==> src/cpu_pkg.sv <==
package cpu_pkg;

	localparam int DATA_N = 8;
	localparam int ADDR_N = 16;

	typedef logic [DATA_N - 1:0] data_t;
	typedef logic [ADDR_N - 1:0] addr_t;

	typedef enum logic [3:0] {PASS_B, ADD, SUB, AND, OR, XOR, INC, DEC} alu_func_e;

	// Status register bit positions
	localparam int STATUS_C = 0;
	localparam int STATUS_Z = 1;
	localparam int STATUS_I = 2;
	localparam int STATUS_R = 5;
	localparam int STATUS_V = 6;
	localparam int STATUS_N = 7;

	// Flag update mask
	localparam int MASK_C = 0;
	localparam int MASK_Z = 1;
	localparam int MASK_V = 2;
	localparam int MASK_N = 3;
	localparam logic [3:0] FLAGS_NZ = 4'b1010;
	localparam logic [3:0] FLAGS_NZCV = 4'b1111;

	typedef struct packed {
		logic [2:0] aaa;
		logic [2:0] bbb;
		logic [1:0] cc;
	} op_fields_t;

	// Same instruction byte, raw or split into group fields
	typedef union packed {
		data_t raw;
		op_fields_t f;
	} opcode_u;

	typedef enum logic [2:0] {IMPLIED, IMMEDIATE, ABSOLUTE, RELATIVE, ILLEGAL} addr_mode_e;

	typedef enum logic [1:0] {SRC_A, SRC_X, SRC_Y, SRC_ZERO} src_e;
	typedef enum logic [1:0] {DST_NONE, DST_A, DST_X, DST_Y} dst_e;

	typedef struct packed {
		alu_func_e alu_func;
		src_e src_a;
		logic src_mem;
		dst_e dst;
		logic store;
		logic [3:0] flag_mask;
		logic set_c;
		logic clr_c;
		logic branch;
		// Bit 1 picks Z over C, bit 0 is the value that takes the branch
		logic [1:0] br_cond;
		logic jump;
		logic halt;
	} exec_ctl_t;

	typedef struct packed {
		data_t data;
		logic c;
		logic z;
		logic n;
		logic v;
	} alu_res_t;

	typedef struct packed {
		addr_t addr;
		data_t wdata;
		logic we;
	} mem_req_t;

endpackage

==> src/alu.sv <==
module alu (
	input  cpu_pkg::alu_func_e func_i,
	input  cpu_pkg::data_t     a_i,
	input  cpu_pkg::data_t     b_i,
	input  logic               cin_i,
	output cpu_pkg::alu_res_t  res_o
);

	localparam int MSB = cpu_pkg::DATA_N - 1;

	cpu_pkg::data_t b_add;
	logic [cpu_pkg::DATA_N:0] sum;
	cpu_pkg::data_t y;
	logic c;
	logic v;

	// Subtract adds the complement, carry in acts as not borrow
	assign b_add = (func_i == cpu_pkg::SUB) ? ~b_i : b_i;
	assign sum = {1'b0, a_i} + {1'b0, b_add} + {{cpu_pkg::DATA_N{1'b0}}, cin_i};

	always_comb begin
		c = cin_i;
		v = 1'b0;
		case (func_i)
			cpu_pkg::ADD, cpu_pkg::SUB: begin
				y = sum[MSB:0];
				c = sum[cpu_pkg::DATA_N];
				// Operands agree in sign but the result does not
				v = (a_i[MSB] == b_add[MSB]) && (sum[MSB] != a_i[MSB]);
			end
			cpu_pkg::AND: y = a_i & b_i;
			cpu_pkg::OR: y = a_i | b_i;
			cpu_pkg::XOR: y = a_i ^ b_i;
			cpu_pkg::INC: y = a_i + 1'b1;
			cpu_pkg::DEC: y = a_i - 1'b1;
			default: y = b_i;
		endcase
	end

	always_comb begin
		res_o.data = y;
		res_o.c = c;
		res_o.z = (y == '0);
		res_o.n = y[MSB];
		res_o.v = v;
	end

endmodule

==> src/cpu.sv <==
module cpu #(
	parameter cpu_pkg::addr_t RESET_PC = 16'h0200
) (
	input  logic              clk_i,
	input  logic              reset_i,
	input  logic              rdy_i,
	input  cpu_pkg::data_t    rdata_i,
	output cpu_pkg::mem_req_t mem_o,
	output logic              dbg_o
);

	cpu_pkg::opcode_u op;
	cpu_pkg::exec_ctl_t ctl;
	cpu_pkg::addr_mode_e mode;

	cpu_pkg::alu_func_e alu_func;
	cpu_pkg::data_t alu_a;
	cpu_pkg::data_t alu_b;
	cpu_pkg::alu_res_t res;

	cpu_pkg::data_t p;
	logic flag_en;

	cpu_pkg::addr_t pc;
	logic pc_inc;
	logic pc_load;
	logic pc_branch;
	cpu_pkg::addr_t load_addr;
	cpu_pkg::data_t offset;

	idec idec0 (.op_i(op), .ctl_o(ctl), .mode_o(mode));

	sequencer seq0 (
		.clk_i, .reset_i, .rdy_i, .rdata_i,
		.ctl_i(ctl), .mode_i(mode), .op_o(op),
		.p_i(p), .res_i(res),
		.alu_func_o(alu_func), .alu_a_o(alu_a), .alu_b_o(alu_b),
		.flag_en_o(flag_en),
		.pc_i(pc), .pc_inc_o(pc_inc), .pc_load_o(pc_load), .pc_branch_o(pc_branch),
		.load_addr_o(load_addr), .offset_o(offset),
		.mem_o, .dbg_o
	);

	// Carry in always comes straight from the status register
	alu alu0 (
		.func_i(alu_func), .a_i(alu_a), .b_i(alu_b),
		.cin_i(p[cpu_pkg::STATUS_C]),
		.res_o(res)
	);

	status_reg p0 (
		.clk_i, .reset_i,
		.en_i(flag_en), .res_i(res),
		.mask_i(ctl.flag_mask), .set_c_i(ctl.set_c), .clr_c_i(ctl.clr_c),
		.p_o(p)
	);

	pc_unit #(.RESET_PC(RESET_PC)) pc0 (
		.clk_i, .reset_i,
		.inc_i(pc_inc),
		.load_i(pc_load), .load_addr_i(load_addr),
		.branch_i(pc_branch), .offset_i(offset),
		.pc_o(pc)
	);

endmodule

==> src/idec.sv <==
module idec (
	input  cpu_pkg::opcode_u    op_i,
	output cpu_pkg::exec_ctl_t  ctl_o,
	output cpu_pkg::addr_mode_e mode_o
);

	cpu_pkg::exec_ctl_t ctl;
	cpu_pkg::addr_mode_e mode;
	cpu_pkg::addr_mode_e grp_mode;
	cpu_pkg::src_e xy_src;
	cpu_pkg::dst_e xy_dst;

	function automatic cpu_pkg::exec_ctl_t reg_op(cpu_pkg::alu_func_e func,
			cpu_pkg::src_e src, cpu_pkg::dst_e dst);
		cpu_pkg::exec_ctl_t c;
		c = '0;
		c.alu_func = func;
		c.src_a = src;
		c.dst = dst;
		c.flag_mask = cpu_pkg::FLAGS_NZ;
		return c;
	endfunction

	// ALU group has immediate at bbb 010, the X/Y groups at 000
	always_comb begin
		if (op_i.f.bbb == 3'b011)
			grp_mode = cpu_pkg::ABSOLUTE;
		else if (op_i.f.cc == 2'b01 && op_i.f.bbb == 3'b010)
			grp_mode = cpu_pkg::IMMEDIATE;
		else if (op_i.f.cc != 2'b01 && op_i.f.bbb == 3'b000)
			grp_mode = cpu_pkg::IMMEDIATE;
		else
			grp_mode = cpu_pkg::ILLEGAL;
	end

	assign xy_src = (op_i.f.cc == 2'b10) ? cpu_pkg::SRC_X : cpu_pkg::SRC_Y;
	assign xy_dst = (op_i.f.cc == 2'b10) ? cpu_pkg::DST_X : cpu_pkg::DST_Y;

	always_comb begin
		// All zero is a pass with no register or flag write
		ctl = '0;
		mode = cpu_pkg::IMPLIED;
		case (op_i.raw)
			8'h00: ctl.halt = 1'b1;
			8'h18: ctl.clr_c = 1'b1;
			8'h38: ctl.set_c = 1'b1;
			8'hE8: ctl = reg_op(cpu_pkg::INC, cpu_pkg::SRC_X, cpu_pkg::DST_X);
			8'hC8: ctl = reg_op(cpu_pkg::INC, cpu_pkg::SRC_Y, cpu_pkg::DST_Y);
			8'hCA: ctl = reg_op(cpu_pkg::DEC, cpu_pkg::SRC_X, cpu_pkg::DST_X);
			8'h88: ctl = reg_op(cpu_pkg::DEC, cpu_pkg::SRC_Y, cpu_pkg::DST_Y);
			8'hAA: ctl = reg_op(cpu_pkg::PASS_B, cpu_pkg::SRC_A, cpu_pkg::DST_X);
			8'h8A: ctl = reg_op(cpu_pkg::PASS_B, cpu_pkg::SRC_X, cpu_pkg::DST_A);
			8'h4C: begin
				ctl.jump = 1'b1;
				mode = cpu_pkg::ABSOLUTE;
			end
			8'h90, 8'hB0, 8'hD0, 8'hF0: begin
				ctl.branch = 1'b1;
				ctl.br_cond = op_i.f.aaa[1:0];
				mode = cpu_pkg::RELATIVE;
			end
			default: begin
				mode = grp_mode;
				case (op_i.f.cc)
					2'b01: begin
						ctl = reg_op(cpu_pkg::PASS_B, cpu_pkg::SRC_A, cpu_pkg::DST_A);
						ctl.src_mem = 1'b1;
						case (op_i.f.aaa)
							3'b000: ctl.alu_func = cpu_pkg::OR;
							3'b001: ctl.alu_func = cpu_pkg::AND;
							3'b010: ctl.alu_func = cpu_pkg::XOR;
							3'b011: begin
								ctl.alu_func = cpu_pkg::ADD;
								ctl.flag_mask = cpu_pkg::FLAGS_NZCV;
							end
							3'b100: begin
								ctl = '0;
								ctl.store = 1'b1;
							end
							3'b101: ctl.alu_func = cpu_pkg::PASS_B;
							3'b111: begin
								ctl.alu_func = cpu_pkg::SUB;
								ctl.flag_mask = cpu_pkg::FLAGS_NZCV;
							end
							default: mode = cpu_pkg::ILLEGAL;
						endcase
					end
					2'b00, 2'b10: begin
						if (op_i.f.aaa == 3'b100) begin
							ctl.src_a = xy_src;
							ctl.store = 1'b1;
						end else if (op_i.f.aaa == 3'b101) begin
							ctl = reg_op(cpu_pkg::PASS_B, cpu_pkg::SRC_A, xy_dst);
							ctl.src_mem = 1'b1;
						end else begin
							mode = cpu_pkg::ILLEGAL;
						end
					end
					default: mode = cpu_pkg::ILLEGAL;
				endcase
			end
		endcase
		// Stores have no immediate form
		if (ctl.store && mode == cpu_pkg::IMMEDIATE)
			mode = cpu_pkg::ILLEGAL;
	end

	assign ctl_o = ctl;
	assign mode_o = mode;

endmodule

==> src/pc_unit.sv <==
module pc_unit #(
	parameter cpu_pkg::addr_t RESET_PC = 16'h0200
) (
	input  logic           clk_i,
	input  logic           reset_i,
	input  logic           inc_i,
	input  logic           load_i,
	input  cpu_pkg::addr_t load_addr_i,
	input  logic           branch_i,
	input  cpu_pkg::data_t offset_i,
	output cpu_pkg::addr_t pc_o
);

	cpu_pkg::addr_t pc;
	cpu_pkg::addr_t pc_seq;
	cpu_pkg::addr_t offset_ext;

	// Branch target counts from the byte past the operand
	assign pc_seq = pc + 1'b1;
	assign offset_ext = {{(cpu_pkg::ADDR_N - cpu_pkg::DATA_N){offset_i[cpu_pkg::DATA_N - 1]}},
		offset_i};

	always_ff @(posedge clk_i) begin
		if (reset_i)
			pc <= RESET_PC;
		else if (load_i)
			pc <= load_addr_i;
		else if (branch_i)
			pc <= pc_seq + offset_ext;
		else if (inc_i)
			pc <= pc_seq;
	end

	assign pc_o = pc;

endmodule

==> src/sequencer.sv <==
module sequencer (
	input  logic                clk_i,
	input  logic                reset_i,
	input  logic                rdy_i,
	input  cpu_pkg::data_t      rdata_i,
	input  cpu_pkg::exec_ctl_t  ctl_i,
	input  cpu_pkg::addr_mode_e mode_i,
	output cpu_pkg::opcode_u    op_o,
	input  cpu_pkg::data_t      p_i,
	input  cpu_pkg::alu_res_t   res_i,
	output cpu_pkg::alu_func_e  alu_func_o,
	output cpu_pkg::data_t      alu_a_o,
	output cpu_pkg::data_t      alu_b_o,
	output logic                flag_en_o,
	input  cpu_pkg::addr_t      pc_i,
	output logic                pc_inc_o,
	output logic                pc_load_o,
	output logic                pc_branch_o,
	output cpu_pkg::addr_t      load_addr_o,
	output cpu_pkg::data_t      offset_o,
	output cpu_pkg::mem_req_t   mem_o,
	output logic                dbg_o
);

	typedef enum logic [3:0] {FETCH, DISPATCH, OPER, ADL, ADH, MEM, EXEC, WR, HALT} state_e;

	state_e state;
	state_e cur;
	state_e next;
	cpu_pkg::opcode_u ir;
	cpu_pkg::data_t a;
	cpu_pkg::data_t x;
	cpu_pkg::data_t y;
	cpu_pkg::data_t adl;
	cpu_pkg::data_t adh;
	cpu_pkg::data_t oper;
	cpu_pkg::data_t src;
	logic br_flag;
	logic taken;

	// Cycle after fetch takes its role from the addressing mode
	always_comb begin
		cur = state;
		if (state == DISPATCH) begin
			case (mode_i)
				cpu_pkg::IMPLIED: cur = EXEC;
				cpu_pkg::IMMEDIATE, cpu_pkg::RELATIVE: cur = OPER;
				cpu_pkg::ABSOLUTE: cur = ADL;
				default: cur = HALT;
			endcase
		end
	end

	always_comb begin
		case (cur)
			FETCH: next = DISPATCH;
			OPER: next = ctl_i.branch ? FETCH : EXEC;
			ADL: next = ADH;
			ADH: begin
				if (ctl_i.jump)
					next = FETCH;
				else if (ctl_i.store)
					next = WR;
				else
					next = MEM;
			end
			MEM: next = EXEC;
			EXEC: next = ctl_i.halt ? HALT : FETCH;
			WR: next = FETCH;
			default: next = HALT;
		endcase
	end

	always_comb begin
		case (ctl_i.src_a)
			cpu_pkg::SRC_A: src = a;
			cpu_pkg::SRC_X: src = x;
			cpu_pkg::SRC_Y: src = y;
			cpu_pkg::SRC_ZERO: src = '0;
		endcase
	end

	assign br_flag = ctl_i.br_cond[1] ? p_i[cpu_pkg::STATUS_Z] : p_i[cpu_pkg::STATUS_C];
	assign taken = ctl_i.branch && (br_flag == ctl_i.br_cond[0]);

	assign op_o = ir;
	assign alu_func_o = ctl_i.alu_func;
	assign alu_a_o = src;
	// Register ops pass the source register through B
	assign alu_b_o = ctl_i.src_mem ? oper : src;
	assign flag_en_o = rdy_i && (cur == EXEC);

	// Load and branch win over increment inside pc_unit
	assign pc_inc_o = rdy_i && (cur inside {FETCH, OPER, ADL, ADH});
	assign pc_load_o = rdy_i && (cur == ADH) && ctl_i.jump;
	assign pc_branch_o = rdy_i && (cur == OPER) && taken;
	assign load_addr_o = {rdata_i, adl};
	assign offset_o = rdata_i;
	assign dbg_o = (state == HALT);

	always_comb begin
		mem_o.addr = (cur == MEM || cur == WR) ? {adh, adl} : pc_i;
		mem_o.wdata = src;
		mem_o.we = (cur == WR);
	end

	always_ff @(posedge clk_i) begin
		if (reset_i) begin
			state <= FETCH;
			ir <= '0;
			a <= '0;
			x <= '0;
			y <= '0;
		end else if (rdy_i) begin
			state <= next;
			if (cur == FETCH)
				ir.raw <= rdata_i;
			if (cur == EXEC) begin
				case (ctl_i.dst)
					cpu_pkg::DST_A: a <= res_i.data;
					cpu_pkg::DST_X: x <= res_i.data;
					cpu_pkg::DST_Y: y <= res_i.data;
					default: ;
				endcase
			end
		end
	end

	// Address and operand latches
	always_ff @(posedge clk_i) begin
		if (rdy_i) begin
			if (cur == ADL)
				adl <= rdata_i;
			if (cur == ADH)
				adh <= rdata_i;
			if (cur == OPER || cur == MEM)
				oper <= rdata_i;
		end
	end

endmodule

==> src/status_reg.sv <==
module status_reg (
	input  logic              clk_i,
	input  logic              reset_i,
	input  logic              en_i,
	input  cpu_pkg::alu_res_t res_i,
	input  logic [3:0]        mask_i,
	input  logic              set_c_i,
	input  logic              clr_c_i,
	output cpu_pkg::data_t    p_o
);

	localparam cpu_pkg::data_t P_RESET =
		cpu_pkg::data_t'((1 << cpu_pkg::STATUS_I) | (1 << cpu_pkg::STATUS_R));

	cpu_pkg::data_t p;
	cpu_pkg::data_t flags;
	cpu_pkg::data_t mask;
	cpu_pkg::data_t p_next;

	// Move ALU flags and their mask onto status bit positions
	always_comb begin
		flags = '0;
		flags[cpu_pkg::STATUS_C] = res_i.c;
		flags[cpu_pkg::STATUS_Z] = res_i.z;
		flags[cpu_pkg::STATUS_V] = res_i.v;
		flags[cpu_pkg::STATUS_N] = res_i.n;
		mask = '0;
		mask[cpu_pkg::STATUS_C] = mask_i[cpu_pkg::MASK_C];
		mask[cpu_pkg::STATUS_Z] = mask_i[cpu_pkg::MASK_Z];
		mask[cpu_pkg::STATUS_V] = mask_i[cpu_pkg::MASK_V];
		mask[cpu_pkg::STATUS_N] = mask_i[cpu_pkg::MASK_N];
		p_next = (p & ~mask) | (flags & mask);
		if (set_c_i)
			p_next[cpu_pkg::STATUS_C] = 1'b1;
		if (clr_c_i)
			p_next[cpu_pkg::STATUS_C] = 1'b0;
		p_next[cpu_pkg::STATUS_R] = 1'b1;
	end

	always_ff @(posedge clk_i) begin
		if (reset_i)
			p <= P_RESET;
		else if (en_i)
			p <= p_next;
	end

	assign p_o = p;

endmodule
==> config.mk <==
export PLATFORM = sky130hd
export DESIGN_NAME = cpu
export DESIGN_NICKNAME = d
export VERILOG_FILES = /design/src/cpu_pkg.sv /design/src/alu.sv /design/src/cpu.sv /design/src/idec.sv /design/src/pc_unit.sv /design/src/sequencer.sv /design/src/status_reg.sv
export SDC_FILE = /design/constraint.sdc
export NUM_CORES = 1
export LEC_CHECK = 0
export BUFFER_PORTS_ARGS = -buffer_cell sky130_fd_sc_hd__buf_2
export CAP_MARGIN = 20
export CORE_ASPECT_RATIO = 0.75
export CORE_MARGIN = 2
export CORE_UTILIZATION = 63
export CTS_CLUSTER_DIAMETER = 100
export CTS_CLUSTER_SIZE = 10
export DETAILED_ROUTE_END_ITERATION = 10
export PLACE_DENSITY = 0.83
export SLEW_MARGIN = 20
export SYNTH_ARGS = -nofsm -noshare
export SYNTH_HDL_FRONTEND = slang
export SYNTH_SLANG_ARGS = --single-unit
==> constraint.sdc <==
create_clock -name clk_i -period 6 [get_ports clk_i]
set_input_delay 1.2 -clock clk_i [delete_from_list [all_inputs] [get_ports clk_i]]
set_output_delay 1.2 -clock clk_i [all_outputs]
set_load 0.1 [all_outputs]
* Yosys cells after proc, flatten, opt, wreduce, memory -nomap -nowiden
Cells that the tools add are included.
Word-level totals: register bits after elaboration 83, bits in latches 0, RAM bits 0, bits in read-only memories 0, bits of input ports 11, output and inout bits 26, memories kept 0
Operators by class: $add $sub $neg 6, multipliers 0, divide/modulo/power cells 0, $lt $le $gt $ge 0, equal/unequal tests 52, shift-type cells 0, mux-type cells 47, bitwise operators 8, reductions and logical operators 43
Operator list (count):
- one-hot mux 14 bit (7 select lines) | 1
- == test 8 bit (second input constant) | 10
- 2-to-1 mux 16 bit | 4
- OR reduction 13 bit | 4
- one-hot mux 8 bit (6 select lines) | 1
- one-hot mux 21 bit (2 select lines) | 1
- == test 4 x 3 -> 1 bit (second input constant) | 8
- one-hot mux 8 bit (4 select lines) | 1
- one-hot mux 4 bit (7 select lines) | 1
- 2-to-1 mux 3 bit | 9
- AND 8 bit | 3
- 2-to-1 mux 4 bit | 5
- == test 3 x 2 -> 1 bit (second input constant) | 6
- adder 16 x 1 -> 16 bit (second input constant) | 1
- adder 16 bit | 1
- == test 4 x 2 -> 1 bit (second input constant) | 4
- logical NOT 8 bit | 2
- 2-to-1 mux 8 bit | 2
- inverter 8 bit | 2
- OR 8 bit | 2
- 2-to-1 mux 15 bit | 1
- one-hot mux 3 bit (5 select lines) | 1
- one-hot mux 3 bit (2 select lines) | 2
- one-hot mux 4 bit (3 select lines) | 1
- other kinds (38) | 83

* Longest topological paths before layout
depth in word-level cells 22, mapped depth 22, depth with buffers taken out 19

* Modules after synthesis
A second synthesis with hierarchy kept.
Second synthesis, totals: cells, all modules 871, area, all modules 7315.8 um2
Modules (own cells, without submodules):
- sequencer | instances 1, cells an instance 289, area each 3066.7 um2
- pc_unit | instances 1, cells an instance 268, area each 2018.2 um2
- alu | instances 1, cells an instance 194, area each 1401.3 um2
- idec | instances 1, cells an instance 95, area each 599.3 um2
- status_reg | instances 1, cells an instance 25, area each 230.2 um2

* Worst setup path after synthesis
OpenSTA, ideal clock, no wires.
kind register to register, from register seq0.ir (netlist bit seq0.op_o[2]), to register (tool-made name), setup time 0.116 ns, arrival 6.610 ns, data required time 5.884 ns, slack -0.725 ns, stages on the path, launching flop included 18, clock period less this slack 6.725 ns, path through dfxtp_1 > buf_6 > or3_4 > a2111o_1 > and3_4 > or2_1 > buf_6 > mux2i_1 > o21ai_0 > mux2i_1 > xor2_1 > ha_1 > nand2_1 > a21oi_1 > or4_1 > a41oi_1 > nand2_1 > a31o_1
RTL lines:
- start, declared | RTL line sequencer.sv:30 | cpu_pkg::opcode_u ir;

==> results.json <==
{
  "tritoncts": "built",
  "tns_ns": 0,
  "grt_pass1_vias": 5888,
  "yosysSeqAreaShare": 0.278,
  "yosys_warnings": 0,
  "initial_core_util": 0.640,
  "period_needed_ns": 5.55,
  "max-vdd-ir-drop_mv": 0.291,
  "worst_clock_skew_ns": 0.00717,
  "grt_max_degree": 57,
  "die_w_um": 121,
  "finalSetupViolCount": 0,
  "required_ns": 6.23,
  "finish.utilization": 0.697,
  "ys_top_cells_by_area": "dfxtp_1, edfxtp_1, ha_1",
  "syn_area_mm2": 0.00648,
  "max_freq_ghz": 0.180,
  "clockRootBuffer": "clkbuf_16",
  "worst_pin_slew_ns": 1.17,
  "drive_above_1_share": 0.143,
  "hp-class": "flop to flop",
  "clockBufferDepth": 2,
  "area_delta_synth_final_pct": 9.02,
  "track_usage": 0.364,
  "layout.nets": 846,
  "hpwl_mm": 14.6,
  "viasPerCell": 6.87,
  "numCtsBuffers": 9,
  "synth.distinct_cells": 87,
  "ys.flop_type": "dfxtp_1",
  "status": "completed",
  "reg2reg_from": "seq0.op_o[7]$_SDFFE_PP0P_",
  "synth.avg_cell_area_um2": 8.47,
  "most-common-layout-cells": "nand2_1, nor2_1, a21oi_1, dfxtp_1, ha_1",
  "cts.sinks": 78,
  "max-slew-margin-rel": 0.218,
  "clk_pin_slew_ns": 0.06,
  "postRouteAntennaNets": 0,
  "dr.pass1.iters": 9,
  "grt_pass1_wl_mm": 31.5,
  "async_flop_share": 0,
  "maxSlewViolCount": 0,
  "routedWlPerCell_um": 21.3,
  "synth-seq-cells": 78,
  "drt-total-wl_mm": 19.8,
  "core_area_mm2": 0.0101,
  "overflow": 0,
  "rsz0062_at_grt": "no",
  "cap_viol_max_count": 0,
  "dieHeight_um": 91.8,
  "io_buffers": 36,
  "die_area_mm2": 0.0111,
  "cts_hold_buf": 0,
  "synth_top_cell_by_area": "dfxtp_1",
  "crit_fanout": 24,
  "p_per_area_mw_per_mm2": 243,
  "worstPathArrival_ns": 5.78,
  "endpoint_kind": "flop",
  "drtIter0Drc": 701,
  "crit_chain": "nand2_1 > o32ai_1 > nor3_1 > buf_4 > a311o_1 > a41oi_1 > xor2_1 > fa_1 > fa_1 > nor2b_1 > o21ai_0 > nand2b_1 > nor2_1 > o311ai_0 > o22ai_1 > a211oi_2 > nor4b_2 > a31o_1",
  "place_congestion": 0.953,
  "vias": 6372,
  "path_common_cell": "fa_1",
  "synth_edf_count": 24,
  "period_share": 0.924,
  "fillCellCount": 789,
  "io_pins": 37,
  "drc": 0,
  "reg2reg_slack_ns": 0.45,
  "syn_nets": 824,
  "mostFrequentLayoutCell": "nand2_1",
  "r2r_cells": 18,
  "htree_levels": 3,
  "worstHoldEndpoint": "seq0.y[7]$_SDFFE_PP0P_",
  "yosys.area.top_type_share": 0.167,
  "antenna_found_initial": 0,
  "whs_path_depth": 2,
  "timing_hold_violations_final": 0,
  "startpoint_type": "flop",
  "slowest_delay_ns": 0.81,
  "rows": 32,
  "crit_path_top_delay_cell": "dfxtp_1",
  "syn_inst": 765,
  "timing_worst_setup_path_type": "flop to flop",
  "insertion_delay_ns": 0.34,
  "antenna_cells": 0,
  "power.leakage_nw": 2.94,
  "worstHoldStart": "seq0.y[7]$_SDFFE_PP0P_"
}
[routing by layer]
layer	track usage	wire length, µm
met1	0.537	8440
met2	0.544	8720
met3	0.0827	2330
met4	0.0736	292
met5	0	0
[metrics by stage]
stage / instances / worst slack (ns) / hold WS, ns / power [mW] / area [µm²]
floorplan: 765 / 0.120 / 0.445 / 1.05 / 6480
global placement: 911 / 0.805 / 0.455 / 1.16 / 6740
detailed placement: 912 / 0.521 / 0.471 / 1.18 / 6770
CTS: 928 / 0.532 / 0.481 / 1.70 / 7050
global route: 928 / 0.0290 / 0.513 / 1.78 / 7060
finish: 928 / 0.454 / 0.483 / 1.71 / 7060
[area by class of cell]
class,instances,area [µm²],share of cell area
multi-input combinational,619,4410,0.625
tap,136,170,0.0241
timing repair buffer,48,278,0.0393
sequential,78,1800,0.255
inverter,31,116,0.0165
clock inverter,4,27.5,0.00390
clock buffer,12,258,0.0365
[logic make-up after synthesis]
family          Yosys count  synth area share
xor+xnor                 42            0.0568
mux                      51            0.0842
compound gates          205             0.221
flops                    78             0.278
fa+ha+maj                48            0.0973
simple gates            273             0.218
buf+inv                  68            0.0444
[worst max-delay path: cells and delay by family, from the launching register on]
kind	cells	cell delay, ns
AO/OA/AOI/OAI	8	2.69
adder cells (fa/ha/maj)	2	0.91
flip-flops	1	0.81
AND/OR/NAND/NOR	6	0.69
buffers and inverters	1	0.18
XOR/XNOR	1	0.16
[how the worst max path moves through the flow]
stage,start,endpoint,slack (ns),cells past startpoint
after detailed placement,seq0.op_o[7]$_SDFFE_PP0P_,flop,0.52,17
after global placement,seq0.op_o[7]$_SDFFE_PP0P_,flop,0.81,14
after CTS,seq0.op_o[7]$_SDFFE_PP0P_,flop,0.53,17
after global routing,seq0.op_o[7]$_SDFFE_PP0P_,seq0.y[7]$_SDFFE_PP0P_,0.03,17
final,seq0.op_o[7]$_SDFFE_PP0P_,flop,0.45,18
after floorplan,seq0.op_o[2]$_SDFFE_PP0P_,mem_o[0],0.12,7
[sequential cells by signal (all words and copies together), names as in the netlist, named ones only]
name	cells
seq0.a	8
seq0.y	8
p0.p_o	1
seq0.state	4
seq0.oper	8
seq0.x	8
pc0.pc_o	16
seq0.adh	8
seq0.adl	8
seq0.op_o	8
[power by group]
group          switching [mW]  internal [mW]  total (mW)
combinational           0.384          0.187       0.571
sequential             0.0451          0.572       0.617
clock                   0.218          0.307       0.525
total                   0.648           1.07        1.71
[synth_stat cells, types with 12 or more instances]
library cell,count
nand3_1,30
nand2_1,68
xor2_1,18
nor2_1,65
edfxtp_1,24
mux2i_1,32
a21oi_1,62
ha_1,44
o21ai_0,21
clkbuf_1,22
o211ai_1,21
and3_1,13
nor3_1,12
xnor2_1,24
dfxtp_1,54
inv_1,30
mux2_2,18
[repair_timing]
action	in CTS	in global routing
resized for setup	0	1
setup endpoints to repair	0	1
buffers inserted	0	0
No activity file was read; power rests on OpenSTA's default activity.
